### src/verilog/commu_macros.svh
// frame buffer sizing and commit timing defines
`ifndef COMMU_MACROS_SVH
`define COMMU_MACROS_SVH

// number of frame slots
`define COMMU_SLOTS 8

// byte address width inside one slot, 256 bytes
`define COMMU_SLOT_AW 8

// cycles from frame end to commit
`define COMMU_COMMIT_DLY 8

// frame counter width, holds 0..8
`define COMMU_CNT_W 4

`endif

### src/verilog/commu_pkg.sv
// shared types: 16-bit word union, producer stream, read request, framed byte stream
package commu_pkg;

	// ----------------------------------------
	// data word

	// byte view of a stored word, high byte goes first into ram
	typedef struct packed {
		logic [7:0] hi;
		logic [7:0] lo;
	} commu_pair_s;

	// raw on the producer side, split into bytes on the buffer side
	typedef union packed {
		logic [15:0] raw;
		commu_pair_s pair;
	} commu_word_u;

	// ----------------------------------------
	// streams

	// producer to buffer
	typedef struct packed {
		logic        frm;
		logic        vld;
		commu_word_u word;
	} commu_repk_s;

	// consumer to buffer
	typedef struct packed {
		logic frm;
		logic rd;
	} commu_rd_s;

	// framed bytes, input and output side
	typedef struct packed {
		logic       frm;
		logic       vld;
		logic [7:0] data;
	} commu_byte_s;

endpackage

### src/verilog/commu_frm_rd.sv
// frame reader: fsm, remaining byte counter, output byte stream
`include "commu_macros.svh"

module commu_frm_rd (
	input  logic                    clk_sys,
	input  logic                    rst_n,
	input  logic                    rd_en,
	input  logic [`COMMU_CNT_W-1:0] cnt_pkg_buf,
	input  logic [`COMMU_SLOT_AW:0] rd_len,
	input  logic [7:0]              rd_q,
	output commu_pkg::commu_rd_s    rd_req,
	output commu_pkg::commu_byte_s  out_byte
);

	typedef enum logic [1:0] {
		ST_IDLE,
		ST_OPEN,
		ST_READ,
		ST_CLOSE
	} state_e;

	state_e                  state;
	logic [`COMMU_SLOT_AW:0] remain;
	logic                    rd_d;

	// ----------------------------------------
	// fsm

	always_ff @(posedge clk_sys or negedge rst_n) begin
		if (!rst_n) begin
			state  <= ST_IDLE;
			remain <= '0;
			rd_d   <= 1'b0;
		end else begin
			rd_d <= rd_req.rd;
			case (state)
				ST_IDLE: begin
					// rd_en only matters between frames
					if (rd_en && cnt_pkg_buf != '0) begin
						state <= ST_OPEN;
					end
				end
				ST_OPEN: begin
					remain <= rd_len;
					state  <= (rd_len == '0) ? ST_CLOSE : ST_READ;
				end
				ST_READ: begin
					remain <= remain - 1'b1;
					if (remain == 1) begin
						state <= ST_CLOSE;
					end
				end
				default: begin
					// frm low here, last byte still on the way out
					state <= ST_IDLE;
				end
			endcase
		end
	end

	// ----------------------------------------
	// buffer request and output stream

	assign rd_req.frm = (state == ST_OPEN) || (state == ST_READ);
	assign rd_req.rd  = (state == ST_READ);

	assign out_byte.frm  = rd_d;
	assign out_byte.vld  = rd_d;
	assign out_byte.data = rd_q;

endmodule

### config.mk
export PLATFORM = sky130hd
export DESIGN_NAME = commu_frm_rd
export DESIGN_NICKNAME = d
export VERILOG_FILES = /design/src/verilog/commu_pkg.sv /design/src/verilog/commu_frm_rd.sv
export VERILOG_INCLUDE_DIRS = /design/src /design/src/verilog
export SDC_FILE = /design/constraint.sdc
export NUM_CORES = 1
export LEC_CHECK = 0
export BUFFER_PORTS_ARGS = -buffer_cell sky130_fd_sc_hd__buf_4
export CORE_ASPECT_RATIO = 1.5
export CORE_MARGIN = 5
export CORE_UTILIZATION = 30
export CTS_CLUSTER_SIZE = 24
export DETAILED_ROUTE_END_ITERATION = 8
export GPL_ROUTABILITY_DRIVEN = 0
export PLACE_DENSITY_LB_ADDON = 0.08
export SLEW_MARGIN = 20
export SYNTH_ARGS = -nofsm -noshare
export SYNTH_HDL_FRONTEND = slang
export SYNTH_SLANG_ARGS = --single-unit
export TNS_END_PERCENT = 10
### constraint.sdc
create_clock -name clk_sys -period 1.7 [get_ports clk_sys]
set_input_delay 0.17 -clock clk_sys [delete_from_list [all_inputs] [get_ports clk_sys]]
set_output_delay 0.17 -clock clk_sys [all_outputs]
set_load 0.02 [all_outputs]
Word level (Yosys, flattened, before mapping)
Cells that the tools add are included.

storage, ports and cells
  flip-flop bits (word level) = 12
  output and inout port bits = 12

cells by class
  $add $sub $neg = 1
  equality and inequality tests = 5
  muxes and demuxes = 5
  reduce and logical (&&, ||, !) cells = 7

operator list
  operator               number
  $pmux W9 S2            1
  $eq A9 B1 Y1 const B   1
  $logic_not A9 Y1       1
  $sub A9 B1 Y9 const B  1
  $pmux W2 S3            1
  $mux W2                2
  $reduce_bool A4 Y1     1
  $eq A2 B1 Y1 const B   1
  $eq A2 B2 Y1 const B   1
  $logic_not A2 Y1       1
  $ne A2 B1 Y1 const B   1
  $ne A2 B2 Y1 const B   1
  $reduce_and A2 Y1      1
  $reduce_bool A2 Y1     1
  $logic_and A1 B1 Y1    1
  $logic_or A1 B1 Y1     1
  $mux W1                1

Logic depth before layout (Yosys ltp)
  word-level depth = 4
  gate-level depth with buffers = 6
  depth with buffers taken out = 6

Worst setup path after synthesis
OpenSTA, ideal clock, no wires.

  path type = register to register
  start = register state[0]
  end = register remain[2]
  library setup time = 0.077 ns
  arrival = 1.620 ns
  setup slack = 0.003 ns
  stages on the path, launching flop included = 7
  buffers on the path = 2
  period minus slack after synthesis = 1.697 ns
  path through = dfrtp_1 -> inv_1 -> ha_1 -> clkbuf_1 -> buf_1 -> o22ai_1 -> a21oi_1

between the ends
  cells in the longest elaborated chain, start to end = 2
  elaborated cells on any way between the ends = 4
  classes of those cells = eq/ne (2); mux (1); reduce/logical (1)

ends and longest elaborated chain
  element                                            RTL line            text
  start: declaration                                 commu_frm_rd.sv:22  state_e state;
  start signal: assignment                           commu_frm_rd.sv:45  state <= (rd_len == '0) ? ST_CLOSE : ST_READ;
  $eq A2 B2 Y1 or $eq A2 B1 Y1 (tied branches)       commu_frm_rd.sv:36  case (state)
  $pmux W9 S2 or $reduce_bool A2 Y1 (tied branches)  -
  end signal: assignment                             commu_frm_rd.sv:44  remain <= rd_len;
  end signal: assignment                             commu_frm_rd.sv:48  remain <= remain - 1'b1;
  end: declaration                                   commu_frm_rd.sv:23  logic [`COMMU_SLOT_AW:0] remain;

Several ways; a longest one is shown, not always the timed one.
A chain may end at the register's enable or synchronous reset.

==> summary.txt <==
status - finished clean
Synth Register Bits - 12
Gate Count Post-Synth - 93
CP max stage delay - 0.40 ns
worst-path cell chain - inv_1, ha_1, buf_4, buf_4
Via Count - 720
clock power share - 12.0%
max cap viols - 0
Buf+Inv Stages, Crit Path - 3
Sw Share - 44.93%
WP data required - 1.53 ns
prevailing post-synth register cell - dfrtp_1
RR Startpoint - remain[1]
die width - 53.71 µm
async set-reset flop share out of synthesis - 100.0%
Final #Nets - 140
num rows - 23
Final Max Slew Viols - 0
H-tree lvl count - 1
uppermost routed layer - met4
worst vdd ir - 0.001480 V
grt ovf - 0
crit share post-route - 90.72%
Synth area leader - dfrtp_1
number of flops mapped to enable cells by yosys - 0
final setup skew - 0.001957 ns
initial core utilization - 31.78%
Slew HR - 74.09%
initial antenna violation count - 0
total wire length - 2.114 mm
synthesized cell area - 859.6 µm²
Design Area, Final - 1055 µm²
Post-DRT Antenna Nets - 0
FMAX - 0.6484 GHz
DIE AREA - 4058 µm²
# clock sinks - 12
met1 wire length - 849 µm
CTS Buffer Depth - 2
Routed met3 length - 118 µm
combinational share of power - 59.8%
cts repair resizes - 0
Crit Path Category - flop to output pin
CP endpoint kind - output pin
I/O Buffers - 19
critical path arrival - 1.37 ns
total CTS buffers - 3
worst-path maximum fanout - 6
P_sw - 0.9644 mW
met2 routed WL - 1.115 mm
CTS tree - built
Reg clk slew, reported paths - 0.05 ns
Initial DRC Count - 16
final count of negative-setup-slack endpoints - 0
first-pass GRT wire length - 3.284 mm
Largest delay share family, worst path - flip-flops
P_leak - 0.4746 nW
CP Launch Point - state[0]
ant diodes - 0
vias in the first global route - 725
critical path launch point type - flop
Area contributors post-synth - dfrtp_1 (35%), buf_4 (8.7%), ha_1 (8.7%)
syn nets - 123
via/cell ratio - 4.966
cell with the most instances after synthesis - dfrtp_1
Synth top area share - 34.93%
area grow syn2layout - 22.71%
Final TNS setup - 0 ns
Final Core Density - 38.99%
Seq pwr share - 28.2%
post-synth cell types - 26
Power Internal - 1.182 mW
Post-DP HPWL - 1.694 mm
GR Util All Layers - 11.28%
RSZ-0062 raised after global routing - false
DR pass1 iterations - 4
syn avg cell area - 9.243 µm²
CTS root buf - clkbuf_8
Fin. Hold Viols - 0
slew of the pin with the lowest slew margin - 0.3851 ns
DR DRC count - 0
synth warn - 0
Hold Crit Start - rd_len[2]
I/O pin count - 36
WL/cell - 14.58 µm
PwrDens - 2035 nW/µm²
clk_lat worst skew - 0.24 ns
Crit-path slowest cell - dfrtp_1
Hold Slack - 0.2185 ns
pin count of the biggest net entering global routing - 15
Post-DP Area - 1003 µm²
core area - 2705 µm²
top cells by count, synth - dfrtp_1 (12), a21oi_1 (10), buf_4 (10)
most used cell, CP - buf_4
total power - 2.146 mW
Tmin final - 1.542 ns
share of layout cells above drive strength 1 - 27.78%
worst hold path type - primary input to flop
sequential element share of the synthesized area - 34.93%
Die Y - 75.56 µm
[cell type report]
| class | count | area, µm² |
|---|---|---|
| multi-input cells | 62 | 450.4 |
| flip-flops and latches | 12 | 300.3 |
| clock buffers | 3 | 41.29 |
| well taps | 37 | 46.29 |
| inverters | 5 | 18.77 |
| fillers | 297 | 1650 |
| repair buffers | 26 | 197.7 |
[metrics by stage]
step                worst slack (ns)  cells
floorplan                   0.002540     93
global placement              0.1178    141
detailed placement            0.1556    141
CTS                           0.1357    145
global route               0.0003896    145
finish                        0.1577    145
[cell families after synthesis]
family | count (synthesis) | share of synthesized area (%)
and+or+nand+nor | 25 | 18.63
adders and majority gates | 6 | 8.733
DFF | 12 | 34.93
AOI/OAI and AO/OA | 23 | 15.58
muxes | 8 | 9.462
buffers and inverters | 19 | 12.66
[tightest hold or removal path: cells and delay by family]
family | cells | cell delay [ns]
AOI/OAI and AO/OA | 2 | 0.15
buffers and inverters | 1 | 0.09
[layout by cell type (no fill, tap or decap)]
cell type | Yosys | routed
o22ai_1 | 7 | 7
nand3_1 | 2 | 2
a21boi_1 | 1 | 1
o21ai_0 | 3 | 3
o41ai_1 | 1 | 1
ha_1 | 6 | 6
nor2_1 | 5 | 5
nor3_1 | 1 | 1
nor4_1 | 1 | 1
inv_1 | 5 | 5
mux2_1 | 1 | 1
and2_1 | 1 | 1
a21oi_1 | 10 | 10
nor4b_2 | 1 | 1
dfrtp_1 | 12 | 12
nor4b_1 | 3 | 3
and4bb_1 | 1 | 1
dlygate4sd3_1 | 0 | 1
clkbuf_8 | 0 | 3
nor4_4 | 1 | 1
nand2_1 | 7 | 7
mux2i_1 | 7 | 7
buf_4 | 10 | 25
a311oi_1 | 1 | 1
or3_1 | 1 | 1
nand2b_1 | 1 | 1
[power by group through the flow]
stage | registers, mW | clock network, mW | logic [mW]
after floorplan | 0.608 | 0 | 0.910
after global routing | 0.633 | 0.280 | 1.43
after CTS | 0.610 | 0.265 | 1.30
final | 0.606 | 0.257 | 1.28
after global placement | 0.614 | 0 | 1.29
after detailed placement | 0.615 | 0 | 1.29
[path summary, 6_finish.rpt]
| check | cells after the start | end | slack, ns |
|---|---|---|---|
| setup / recovery | 4 | rd_req[1] | 0.16 |
| hold / removal | 3 | remain[2] | 0.22 |
| setup reg to reg | 6 | state[1] | 0.17 |
| hold reg to reg | 1 | state[1] | 0.55 |
| max in group asynchronous | 2 | state[1] | 1.22 |
| min in group asynchronous | 2 | remain[2] | 0.32 |
[per-layer routing]
layer | vias to the layer above | GRT usage, %
met5 | - | 0
met4 | 0 | 5.398
met3 | 6 | 2.740
met2 | 18 | 19.81
met1 | 342 | 12.38
li1 | 354 | -
[timing repair]
item / in CTS / in global routing
endpoints found under the hold margin: 12 / 0
hold buffers: 1 / 0
buffers inserted: 0 / 0
[flip-flops by register name, indices dropped and copies added (netlist names)]
signal  flops
remain      9
state       2
rd_d        1
Note: power is estimated with default switching activity, not from simulation.
