**src/verilog/commu_macros.svh**
```systemverilog
// frame buffer sizing and commit timing defines
`ifndef COMMU_MACROS_SVH
`define COMMU_MACROS_SVH

// number of frame slots
`define COMMU_SLOTS 8

// byte address width inside one slot, 256 bytes
`define COMMU_SLOT_AW 8

// cycles from frame end to commit
`define COMMU_COMMIT_DLY 8

// frame counter width, holds 0..8
`define COMMU_CNT_W 4

`endif

```
**src/verilog/commu_pkg.sv**
```systemverilog
// shared types: 16-bit word union, producer stream, read request, framed byte stream
package commu_pkg;

	// ----------------------------------------
	// data word

	// byte view of a stored word, high byte goes first into ram
	typedef struct packed {
		logic [7:0] hi;
		logic [7:0] lo;
	} commu_pair_s;

	// raw on the producer side, split into bytes on the buffer side
	typedef union packed {
		logic [15:0] raw;
		commu_pair_s pair;
	} commu_word_u;

	// ----------------------------------------
	// streams

	// producer to buffer
	typedef struct packed {
		logic        frm;
		logic        vld;
		commu_word_u word;
	} commu_repk_s;

	// consumer to buffer
	typedef struct packed {
		logic frm;
		logic rd;
	} commu_rd_s;

	// framed bytes, input and output side
	typedef struct packed {
		logic       frm;
		logic       vld;
		logic [7:0] data;
	} commu_byte_s;

endpackage

```
**src/verilog/commu_repack.sv**
```systemverilog
// byte pair packer: parity tracking, odd frame pad, delayed frame strobe
module commu_repack (
	input  logic                   clk_sys,
	input  logic                   rst_n,
	input  commu_pkg::commu_byte_s in_byte,
	output commu_pkg::commu_repk_s repk
);
	import commu_pkg::*;

	logic        byte_in;
	logic        odd;
	logic        frm_in_q;
	logic        pair_done;
	logic        pad_now;
	logic [7:0]  hold_byte;
	logic        frm_r;
	logic        vld_r;
	commu_word_u word_r;

	// ----------------------------------------
	// pairing

	assign byte_in   = in_byte.frm & in_byte.vld;
	assign pair_done = byte_in & odd;
	// input frame just ended with a lone high byte
	assign pad_now   = frm_in_q & ~in_byte.frm & odd;

	always_ff @(posedge clk_sys or negedge rst_n) begin
		if (!rst_n) begin
			odd      <= 1'b0;
			frm_in_q <= 1'b0;
			frm_r    <= 1'b0;
			vld_r    <= 1'b0;
		end else begin
			frm_in_q <= in_byte.frm;
			// stretch frm by one cycle when the pad word goes out
			frm_r    <= in_byte.frm | pad_now;
			vld_r    <= pair_done | pad_now;
			if (!in_byte.frm || pair_done) begin
				odd <= 1'b0;
			end else if (byte_in) begin
				odd <= 1'b1;
			end
		end
	end

	// first byte of a pair waits here
	always_ff @(posedge clk_sys) begin
		if (byte_in && !odd) begin
			hold_byte <= in_byte.data;
		end
		if (pair_done) begin
			word_r.raw <= {hold_byte, in_byte.data};
		end else if (pad_now) begin
			word_r.raw <= {hold_byte, 8'h00};
		end
	end

	// ----------------------------------------
	// output stream

	assign repk.frm  = frm_r;
	assign repk.vld  = vld_r;
	assign repk.word = word_r;

endmodule

```
**config.mk**
```make
export PLATFORM = sky130hd
export DESIGN_NAME = commu_repack
export DESIGN_NICKNAME = d
export VERILOG_FILES = /design/src/verilog/commu_macros.svh /design/src/verilog/commu_pkg.sv /design/src/verilog/commu_repack.sv
export SDC_FILE = /design/constraint.sdc
export NUM_CORES = 1
export LEC_CHECK = 0
export ABC_AREA = 1
export BUFFER_PORTS_ARGS = -buffer_cell sky130_fd_sc_hd__buf_2
export CAP_MARGIN = 15
export CORE_UTILIZATION = 40
export CTS_CLUSTER_SIZE = 20
export DETAILED_ROUTE_END_ITERATION = 8
export PLACE_DENSITY_LB_ADDON = 0.08
export RECOVER_POWER = 50
export SETUP_SLACK_MARGIN = 0.1
export SLEW_MARGIN = 5
export SYNTH_ARGS = -nofsm -noshare
export SYNTH_HDL_FRONTEND = slang
export SYNTH_SLANG_ARGS = --single-unit
```
**constraint.sdc**
```tcl
create_clock -name clk_sys -period 1.35 [get_ports clk_sys]
set_clock_uncertainty 0.15 [all_clocks]
set_input_delay 0.135 -clock clk_sys [delete_from_list [all_inputs] [get_ports clk_sys]]
set_output_delay 0.135 -clock clk_sys [all_outputs]
set_load 0.02 [all_outputs]
```
# Yosys cells after proc, flatten, opt, wreduce, memory -nomap -nowiden
# Index checks and enable logic that the tools add are counted.
# classes
mux,4
bitwise,7
n_reduce_logical,6
# op_table
op,n
$mux 16,2
$and 1x1->1,4
$reduce_bool 2->1,2
$logic_not 1->1,2
$mux 1,2
$or 1x1->1,2
$logic_and 1x1->1,1
$logic_or 1x1->1,1
$not 1->1,1
# word_totals
regBits,28
input_bits,12
out_inout_bits,18
wordCells,23

# Depth between registers and ports, before layout
# Gate-level depths: netlist (run 1).
# depth
depth_word,5
mapped_depth,3
mapped_depth_nobuf,3

# Worst setup path before layout (run 1)
# OpenSTA, ideal clock, no wires.
# synth_path
path_type,register to register
startpoint,register odd
endpoint,register word_r[0] (netlist name) (enable)
setup_ps,373
arrival_time_ps,916
required_time_ps,827
slack_ps,-89
stages_incl_launch_ff,3
path_buffers,0
synth_period_minus_slack_ps,1439
cell_sequence,dfrtp_1 > nand3_4 > nand2_1
# synth_between
elab_chain_len,2
elab_cells_between_ends,3
classes_between,bitwise: 2; reduce/logical: 1
# synth_lines
item,line_no,rtl
"start, declared",commu_repack.sv:11,logic odd;
"start signal, assigned",commu_repack.sv:30,odd <= 1'b0;
"start signal, assigned",commu_repack.sv:40,odd <= 1'b0;
"start signal, assigned",commu_repack.sv:42,odd <= 1'b1;
$and 1x1->1 (on tied branches),"commu_repack.sv:24, commu_repack.sv:26",
$reduce_bool 2->1 (no source line) *,-,
"end, declared",commu_repack.sv:18,commu_word_u word_r;
# Every way passes the cells marked *; elsewhere a longest branch is shown, timed or not.
# A chain may end at the register's enable or synchronous reset.

# Worst setup path in the final report (run 1)
# layout_path
startpoint,input port in_byte[8] (netlist name)
endpoint,register word_r[7] (netlist name) (data pin)
# layout_between
elab_chain_len,3
# layout_lines
item,line_no,rtl
"start, declared",commu_repack.sv:5,"input commu_pkg::commu_byte_s in_byte,"
$and 1x1->1,commu_repack.sv:23,assign byte_in = in_byte.frm & in_byte.vld;
$and 1x1->1,commu_repack.sv:24,assign pair_done = byte_in & odd;
$mux 16,commu_repack.sv:52,if (pair_done) begin
# Every way passes these cells.

==> summary by stage, run 1 <==
Yosys
Ranked by total cell area, the synthesized netlist is headed by edfxtp_1 (75%), dfrtp_1 (10%), inv_1 (4.7%), nor2_1 (3.1%), nand3_4 (1.8%). The netlist uses 8 different library cells. The cell area that synthesis handed to floorplanning was 955 um2. Sequential elements use 86.0% of the synthesized area. The number of nets handed over by synthesis was 69. Synthesis inferred 28 register bits. The largest total area in the synthesized netlist belongs to edfxtp_1. The number of instances in the synthesized netlist is 57. In this run the mean area of a mapped cell was 16.7 um2. The fraction of post-synthesis cell area in the top cell type by area is 75.5%.

The number of warnings printed during yosys synthesis is 0.

Floorplan
The area of the core region is 2230 um2. The die span in x is 50.9 um. The row count is 17. The vertical die dimension is 50.9 um.

For this configuration, the core starts out at a cell density of 42.7%. The number of I/O pins is 30. The floorplan step defined a die boundary enclosing 2590 um2.

GRT
The global-route wire length before repair is 2.70 mm. The all-layer global routing usage is 15.2%. Global routing consumed, on the met1 layer, 16.1% of the routing resources. After global routing, the most crowded layer is met2.

The met3 global-route usage is 3.27%. The number of global-route vias before repair is 598. The remaining global-route overflow is 0. The met2 global-route usage is 29.3%. The largest net degree at the start of global routing is 16. The number of antenna violations at the first check in global routing was 0.

Clock tree
The clock-pin slew on the worst setup and hold paths is 140 ps. In this run the post-CTS setup repair buffer count came out at 0. The number of clock buffers added by TritonCTS is 3. The clock tree from TritonCTS is yes. The master cell of the clock root buffer is clkbuf_4. The maximum number of buffers from clock root to sink is 2. The CTS H-tree depth is 1. The insertion delay to the later sink of the worst-skew pair is 310 ps. The TritonCTS sink count is 28.

Placed design
Detailed placement ended at an HPWL of 929 um. The cell count after placement is 113. The routability-driven placement congestion ratio is 0.649. The number of port buffers is 29. The cell area after placement is 1130 um2.

Timing
Setup total negative slack on the finished layout was measured at 0 ps. The final-report setup violation count is 0. The max-slew violation count is 0.

The worst path in the final design needs a cycle of 1230 ps, including I/O delays and setup. The pin slew with the least headroom to its limit is 277 ps. The period utilization is 91.3%.

The final worst hold slack is 40.9 ps. Measured against its own limit, the worst slew margin works out to 81.6%. The final hold violation count was 0. Derived from the worst setup path, the maximum achievable clock frequency is 0.812 GHz. Setup repair after global routing could not meet its margin everywhere.

Power and ir drop
The worst vdd rail ir drop is 0.662 mV. The power density normalized to cell area is 1130 nW/um2. For this design the static power due to leakage is 0.527 nW. The overall power of the completed layout is 1.45 mW.

Cells and area
The area growth from synthesis to layout is 35.3%. In the final layout, the share of cells above drive strength 1 is 19.4%. The diode insertion count for antenna repair is 0. The non-filler instance count after layout is 131. The post-route cell area is 1290 um2. The final net count is 116.

Worst setup path
The critical path is of the input port to flop type. The highest fanout seen on the critical path is 8. STA classifies the critical path startpoint as an input port. The critical path arrival is 1170 ps. Data on the critical path is required at its endpoint by 1290 ps. STA classifies the critical path endpoint as a flop.

Drt
In the final routed layout, each cell accounts on average for 12.3 um. The number of search-and-repair iterations in the first detailed-routing pass is 2. The final layout contains routed wiring with a total length of 1.61 mm. The post-route DRC violation count is 0. The number of vias in the routed layout is 560.

The number of vias per cell is 4.27. The detail route stage leaves a number of antenna-violating nets equal to 0. The initial detailed-routing violation count is 11.

Job
Across the run, the number of max-cap violations was 0.

Status
The flow ran to the end, and the final reports show no timing, DRC or antenna violations.

Min path
The path class of the tightest hold or removal check is input port to flop.
## where the power goes
| part | internal (mW) | leakage (nW) | switching (mW) |
|---|---|---|---|
| combinational | 0.0523 | 0.232 | 0.0804 |
| sequential | 0.976 | 0.280 | 0.0121 |
| clock | 0.115 | 0.0150 | 0.217 |
## placed cells by master (no fill, tap or decap), drive strengths merged
cell and count:
clkbuf 24, dfrtp 4, nand3 4, nor2 8, dlygate4sd3 13, inv 12, edfxtp 24, nand2 4
buf 10
## synth_stat cells, drive strengths merged
| cell type | count |
|---|---|
| inv | 12 |
| dfrtp | 4 |
| buf | 2 |
| nor2 | 8 |
| nand3 | 4 |
| edfxtp | 24 |
| nand2 | 3 |
## sequential cells by signal, summed over array words and instances, names as in the netlist
| name | cells |
|---|---|
| vld_r | 1 |
| odd | 1 |
| word_r | 16 |
| frm_r | 1 |
| hold_byte | 8 |
| frm_in_q | 1 |
## final cells by class
cell class	instances	area, um2
multi-input cells	16	103
fillers	206	942
inverters	12	47.5
clock buffers	4	26.3
repair buffers	43	258
well taps	28	35.0
flip-flops and latches	28	822
## path summary, 6_finish.rpt
path                            depth (start not counted)  slack, ps          from          to
worst min register to register                          0        290  hold_byte[6]  word_r[14]
max in group asynchronous                               3        310         rst_n         odd
worst max register to register                          2        140           odd   word_r[5]
worst max-delay path                                    5        120    in_byte[8]   word_r[7]
worst min-delay path                                    3         40    in_byte[9]         odd
min in group asynchronous                               3        550         rst_n    frm_in_q
## cell families (layout without fill, tap and decap cells)
| family | after synthesis | in the layout | share of synthesized area [%] |
|---|---|---|---|
| and+or+nand+nor | 15 | 16 | 7.73 |
| DFF | 28 | 28 | 86.0 |
| buffers and inverters | 14 | 59 | 6.29 |
## metal layers
layer	wire length, um	vias to the layer above
li1	-	283
met2	892	16
met1	629	259
met5	0	-
met4	9	0
met3	80	2
## timing repair
action | 4_1_cts | 5_1_grt
pin swaps | 1 | 1
endpoints found under the setup margin | 24 | 24
hold buffers | 13 | 0
gates resized for setup | 4 | 2
hold endpoints to repair | 22 | 0
cloned | 1 | 0
## per-stage QoR
stage          setup slack (ps)  util [%]
6_report                    118      57.8
5_1_grt                    87.7      57.8
4_1_cts                     118      58.6
3_5_place_dp               17.8      50.8
3_3_place_gp               69.5      50.8
2_1_floorplan               148         -
## critical path: stages
cell	delay [ps]
dlygate4sd3_1	530
buf_2	150
nand3_4	120
buf_4	180
nor2_1	60
Note: power is estimated with default switching activity, not from simulation.
==> run 2, diff against run 1 <==
clock period = 1.1 ns   (was 1.35 ns; I/O delays follow)
==> run 2 against run 1 <==
  * The flow now finishes with violations (negative setup slack)
  * Global-route usage up 0.26 points
  * Non-clock buffer count grew 5
  * Sequential cell count did not move
  * Setup slack got worse by 220 ps
  * Critical path depth fell by 2
  * Clock power increased by 28%
  * Core utilization up 8.5 points
  * Power increased by 28%
  * Register-to-register slack worse by 240 ps
  * Worst hold slack got worse by 1.3 ps
  * Highest routed layer unchanged
==> summary by stage, run 2 (synthesis results as in run 1) <==
Timing
In the finished design, the share of the clock period the worst path needs comes to 109%. Timing would allow up to 0.831 GHz. The pin slew with the least headroom to its limit is 179 ps. The time the worst path needs with I/O delays and setup is 1200 ps.

The final hold violation count is 0. The final critical-path setup slack is -103 ps. Setup repair after global routing could not meet its margin everywhere. The max-slew violation count is 0. The final-report setup violation count is 50. The tightest hold path in the finished design has a slack of 39.5 ps.

The worst pin sits at a relative slew slack of 88.1%. In the final timing run, aggregate negative setup slack is -3300 ps.

Worst setup path
The count of buffer and inverter cells on the critical path is 1. The kind of launch point of the worst setup path is a flop. The critical path's largest stage delay is 480 ps. Walking the worst path, the cells encountered are nand3_4 > buf_6 > nor2_2.

Data arrives at the worst endpoint at 1160 ps. The highest fanout seen on the critical path is 5. The category of the critical setup timing path is flop to flop. Among cell families on the critical path, the largest total delay comes from flip-flops. At the worst endpoint, the required time is 1050 ps. Among all stages on the critical path, the largest delay is contributed by dfrtp_2. The category of the worst setup path capture point is a flop.

Drt
The remaining antenna violation count is 0. The initial detailed-routing violation count is 6. For this run, design rule violations remaining after detail routing come to 0. The number of vias in the routed layout is 589. The first TritonRoute pass finished after 4 iterations. The number of vias per cell is 4.33.

The average routed wire per standard cell is 12.2 um. Wires add up to 1.66 mm.

Clock tree
TritonCTS built the clock tree. The longest clock path from root to sink contains 2 buffers. The master cell of the clock root buffer is clkbuf_4. Clock-pin slew was measured on the worst setup and hold paths at 130 ps.

CTS built an H-tree with a depth of 1. For the worst-skew pair, the clock arrives at the later sink with an insertion delay of 330 ps. The tree built by TritonCTS fans out to 28 sinks.

The number of buffers added by the clock tree synthesis step is 3.

Power and ir drop
VDD sags by at most 0.933 mV. The reported leakage power is 0.631 nW. The power density normalized to cell area is 1250 nW/um2.

Cells and area
The number of antenna diodes in the final layout is 0. The largest registers in the layout are word_r: 16 flops, hold_byte: 8 flops. The area growth from synthesis to layout is 55.0%. The post-route netlist has 44.4% of its cells at a drive strength greater than 1. In the final layout, the multi-input gates occupy 140 um2. The final net count is 121.

The filler cells instantiated in the layout total 183. The register with the most flip-flops in the layout has 16 of them. In the layout the commonest cells are edfxtp_1 (24), buf_6 (15), buf_2 (14). The register area is 822 um2. The largest register by flop count is word_r. The commonest non-fill, non-tap cell in the layout is edfxtp_1.

Placed design
The routability-driven placement congestion ratio is 0.667. Input and output buffers added on the ports amount to 29. The total half-perimeter wirelength after legalization and detailed placement is 1.01 mm.

Floorplan
Row generation in the floorplan step produced 17 rows. For this design the top-level I/O count stands at 30. The die footprint is 2590 um2. The area of the core region is 2230 um2. For this configuration, the core starts out at a cell density of 42.7%. In this run the vertical extent of the chip is 50.9 um.

From left edge to right edge, the die measures 50.9 um.

GRT
The number of global-route vias before repair came to 601. The largest net degree at the start of global routing is 16. The number of antenna violations at the first check in global routing came to 0. The first global-routing pass estimated 2.70 mm of wire.

The all-layer global routing usage is 15.5%. The remaining global-route overflow is 0.

Min path
The path class of the lowest-slack min-delay path is input port to flop.

Status
The final reports fail on negative setup slack. The flow ran to the end, but the final reports show violations.

Job
The max-cap check violation count is 0.
-- run 2: cell count changes in the layout (fill, tap and decap cells not counted), moves of 3 or more --
| cell | delta |
|---|---|
| nor2_1 | -5 |
| buf_4 | +3 |
| buf_6 | +15 |
| nor2_2 | +5 |
| clkbuf_1 | -19 |
| buf_2 | +5 |
-- run 2: report_power, final --
part / total [mW] / switching [mW] / internal, mW / leakage, nW
Sequential: 1.22 / 0.0192 / 1.20 / 0.280
Combinational: 0.214 / 0.107 / 0.107 / 0.336
Clock: 0.424 / 0.291 / 0.133 / 0.0154
Total: 1.86 / 0.417 / 1.44 / 0.631
-- run 2: stage by stage --
| step | std cells | utilization (%) | power [mW] | area, um2 | setup slack (ps) |
|---|---|---|---|---|---|
| CTS | 134 | 62.5 | 1.84 | 1400 | -103 |
| detailed placement | 116 | 52.8 | 1.38 | 1180 | -120 |
| global placement | 116 | 52.8 | 1.37 | 1180 | -97.9 |
| finish | 136 | 66.3 | 1.86 | 1480 | -103 |
| floorplan | 57 | - | 1.31 | 983 | -59.8 |
| global route | 136 | 66.3 | 1.94 | 1480 | -134 |
-- run 2: worst paths after layout --
path	startpoint	end	slack (ps)	cells past startpoint
max	odd	word_r[6]	-100	3
min	in_byte[9]	odd	40	4
max reg2reg	odd	word_r[6]	-100	3
min reg2reg	hold_byte[5]	word_r[13]	290	0
max in group asynchronous	rst_n	odd	160	3
min in group asynchronous	rst_n	odd	510	3
-- run 2: tightest hold or removal path: cells and delay by family --
family                 cells  cell delay [ps]
buffers and inverters      2              260
and+or+nand+nor            2              120
-- run 2: cell type report --
class | count | share of cell area [%]
tap | 28 | 2.37
clock inverter | 1 | 0.254
sequential | 28 | 55.5
multi-input combinational | 16 | 9.47
inverter | 12 | 3.38
clock buffer | 3 | 1.52
timing repair buffer | 48 | 27.5
-- run 2: metal layers --
| metal | wire [um] | GRT usage, % | share of wire [%] |
|---|---|---|---|
| met3 | 68 | 3.27 | 4.1 |
| met4 | 32 | 8.33 | 1.9 |
| met2 | 911 | 27.3 | 55 |
| met5 | 0 | 0 | 0 |
| met1 | 644 | 17.5 | 39 |
-- run 2: timing repair --
action | CTS | global route
endpoints found under the setup margin | 51 | 51
cloned | 1 | 0
hold buffers | 13 | 0
buffers inserted | 0 | 2
endpoints found under the hold margin | 23 | 0
gates resized for setup | 15 | 22
pin swaps | 1 | 1
==> run 3, diff against run 2 <==
PLACE_DENSITY = 0.68   (was unset)
PLACE_DENSITY_LB_ADDON = unset   (was 0.08)
==> run 3 against run 2 <==
  * The flow finishes with violations (negative hold slack, negative setup slack)
  * Register-to-register slack improved by 20 ps
  * Non-clock buffer count down 3
  * Maximum frequency is 1.6% higher
  * Core utilization down 2.0 points
  * Critical endpoint is now word_r[4]
  * Global-route usage is 2.4 points lower
  * Critical path type unchanged
==> summary by stage, run 3 (synthesis results as in run 1) <==
Clock tree
The clock tree from TritonCTS is yes. The clock-pin slew on the worst setup and hold paths is 150 ps. The insertion delay to the later sink of the worst-skew pair is 320 ps. The TritonCTS sink count is 28.

The master cell of the clock root buffer is clkbuf_4. The CTS H-tree depth is 1. The number of buffers added by the clock tree synthesis step is 3. The hold buffer count at cts is 13.

No sink is reached through more buffers than the 2 on the longest clock path.

Drt
The post-route DRC violation count is 0. The first detailed-routing pass took 2 iterations. The number of vias per cell is 4.32.

The remaining antenna violation count is 0. The number of vias in the routed layout is 570. The first routing iteration left 12 violations.

Wires add up to 1.56 mm. Dividing the detail-routed wire length by the instance count gives 11.8 um.

Status
The final reports fail on negative hold slack, negative setup slack. The flow ran to the end, but the final reports show violations.

Placed design
After detailed placement, the total cell area comes to 1170 um2. The routability-driven placement congestion ratio is 0.659. The wire-length estimate of the detail-placed layout is 1.03 mm. The number of port buffers is 29.

Worst setup path
The worst setup path is of the flop to flop kind. The worst setup path is launched from a flop. In this run the worst setup path begins at odd. Data arrives at the worst endpoint at 1080 ps. The worst setup path is captured at a flop. The worst register-to-register path begins at odd. In this run the register-to-register setup slack is -80 ps. For the worst setup path, the data required time is 990 ps. The highest fanout seen on the critical path is 17.

Power and ir drop
For this design the ratio of total power to cell area is 1440 nW/um2. Power comes to 2.07 mW. VDD sags by at most 0.808 mV. The reported leakage power is 0.607 nW.

Timing
The worst relative slew slack is 90.2%. The peak clock frequency supported by timing is 0.845 GHz. Of the available clock period, the critical path in the final layout requires 108%. Across all setup checks in the final design, the least slack found is -84.1 ps. The final hold violation count was 1. Setup total negative slack on the finished layout was measured at -2540 ps. The max-slew violation count was 0. The final-report setup violation count is 50. Setup repair after global routing could not meet its margin everywhere. The pin slew with the least headroom to its limit is 148 ps. The final worst hold slack is -46.5 ps. The time the worst path needs with I/O delays and setup is 1180 ps.

Cells and area
The fraction of final layout cells sized beyond drive strength 1 is 44.2%. The register with the most flip-flops in the layout has 16 of them. The largest registers in the layout are word_r: 16 flops, hold_byte: 8 flops. word_r holds more flip-flops than any other register. The post-route cell area is 1440 um2. Leaving out fill and tap cells, the most frequent cell in the layout is edfxtp_1. Cells fill 64.3% of the core in the end. The number of antenna diodes in the final layout is 0. For this run, the post-layout net count is 117. The layout has 179 filler cells. The area growth from synthesis to layout is 50.5%.

Leaving out fill and tap cells, the most frequent cells in the layout are edfxtp_1 (24), buf_2 (16), dlygate4sd3_1 (13).

Floorplan
The area of the core region is 2230 um2. The number of I/O pins is 30. The effective utilization at floorplan is 42.7%.

The row count is 17. The die is 50.9 um wide. The die is 50.9 um tall. The die covers 2590 um2.

GRT
The largest net degree at the start of global routing is 18. The number of global-route vias before repair is 542. The remaining global-route overflow is 0. The first global-routing pass estimated 2.33 mm of wire. The all-layer global routing usage is 13.1%. The number of antenna violations at the first check in global routing is 0.

Min path
The startpoint identified for the worst hold timing path is in_byte[8]. The path class of the lowest-slack min-delay path is input port to flop.

Job
The tool flagged a number of max-cap violations equal to 0.
==> run 3: cell types whose count changed in the layout (fill, tap and decap cells not counted), sizes merged <==
cell / change
buf: -5
clkbuf: +2
bufinv: +1
nand2: -1
clkinv: -1
==> run 3: metrics by stage <==
| stage | cells | setup WS [ps] |
|---|---|---|
| 2_1_floorplan | 57 | -59.8 |
| 3_3_place_gp | 115 | -91.3 |
| 3_5_place_dp | 115 | -131 |
| 4_1_cts | 132 | -95.7 |
| 5_1_grt | 132 | -119 |
| 6_report | 132 | -84.1 |
==> run 3: path summary, 6_finish.rpt <==
kind,endpoint,depth (start not counted)
worst max-delay path,word_r[4],2
worst min-delay path,odd,3
worst max register to register,word_r[4],2
worst min register to register,word_r[13],0
max in group asynchronous,odd,3
min in group asynchronous,odd,3
==> run 3: final cells by class <==
class / instances / area (um2) / area share (%)
repair buffers: 45 / 357 / 24.8
well taps: 28 / 35.0 / 2.44
inverters: 12 / 50.0 / 3.48
clock buffers: 3 / 22.5 / 1.57
clock inverters: 1 / 30.0 / 2.09
multi-input cells: 15 / 120 / 8.36
flip-flops and latches: 28 / 822 / 57.2
==> run 3: worst max-delay path: stages, from the launching register on <==
cell     delay, ps
dfrtp_2        440
nand3_2        140
nand2_8        160
==> run 3: where the power goes <==
group / switching [mW] / internal [mW] / total [mW]
Clock: 0.289 / 0.368 / 0.658
Combinational: 0.103 / 0.0907 / 0.193
Sequential: 0.0162 / 1.20 / 1.21
Total: 0.408 / 1.66 / 2.07
==> run 3: timing repair <==
item                                    in CTS  in global routing
endpoints found under the hold margin       23                  1
buffers inserted                             0                  0
endpoints found under the setup margin      51                 51
resized for setup                           13                 17
pin swaps                                    1                  0
==> run 3: routing by layer <==
layer  global-route usage, %  up-vias  wire, um
met5                       0        -         0
met4                    9.26        0        12
met3                    3.87        2        57
met2                    22.9       16       891
met1                    13.2      269       602
li1                        -      283         -
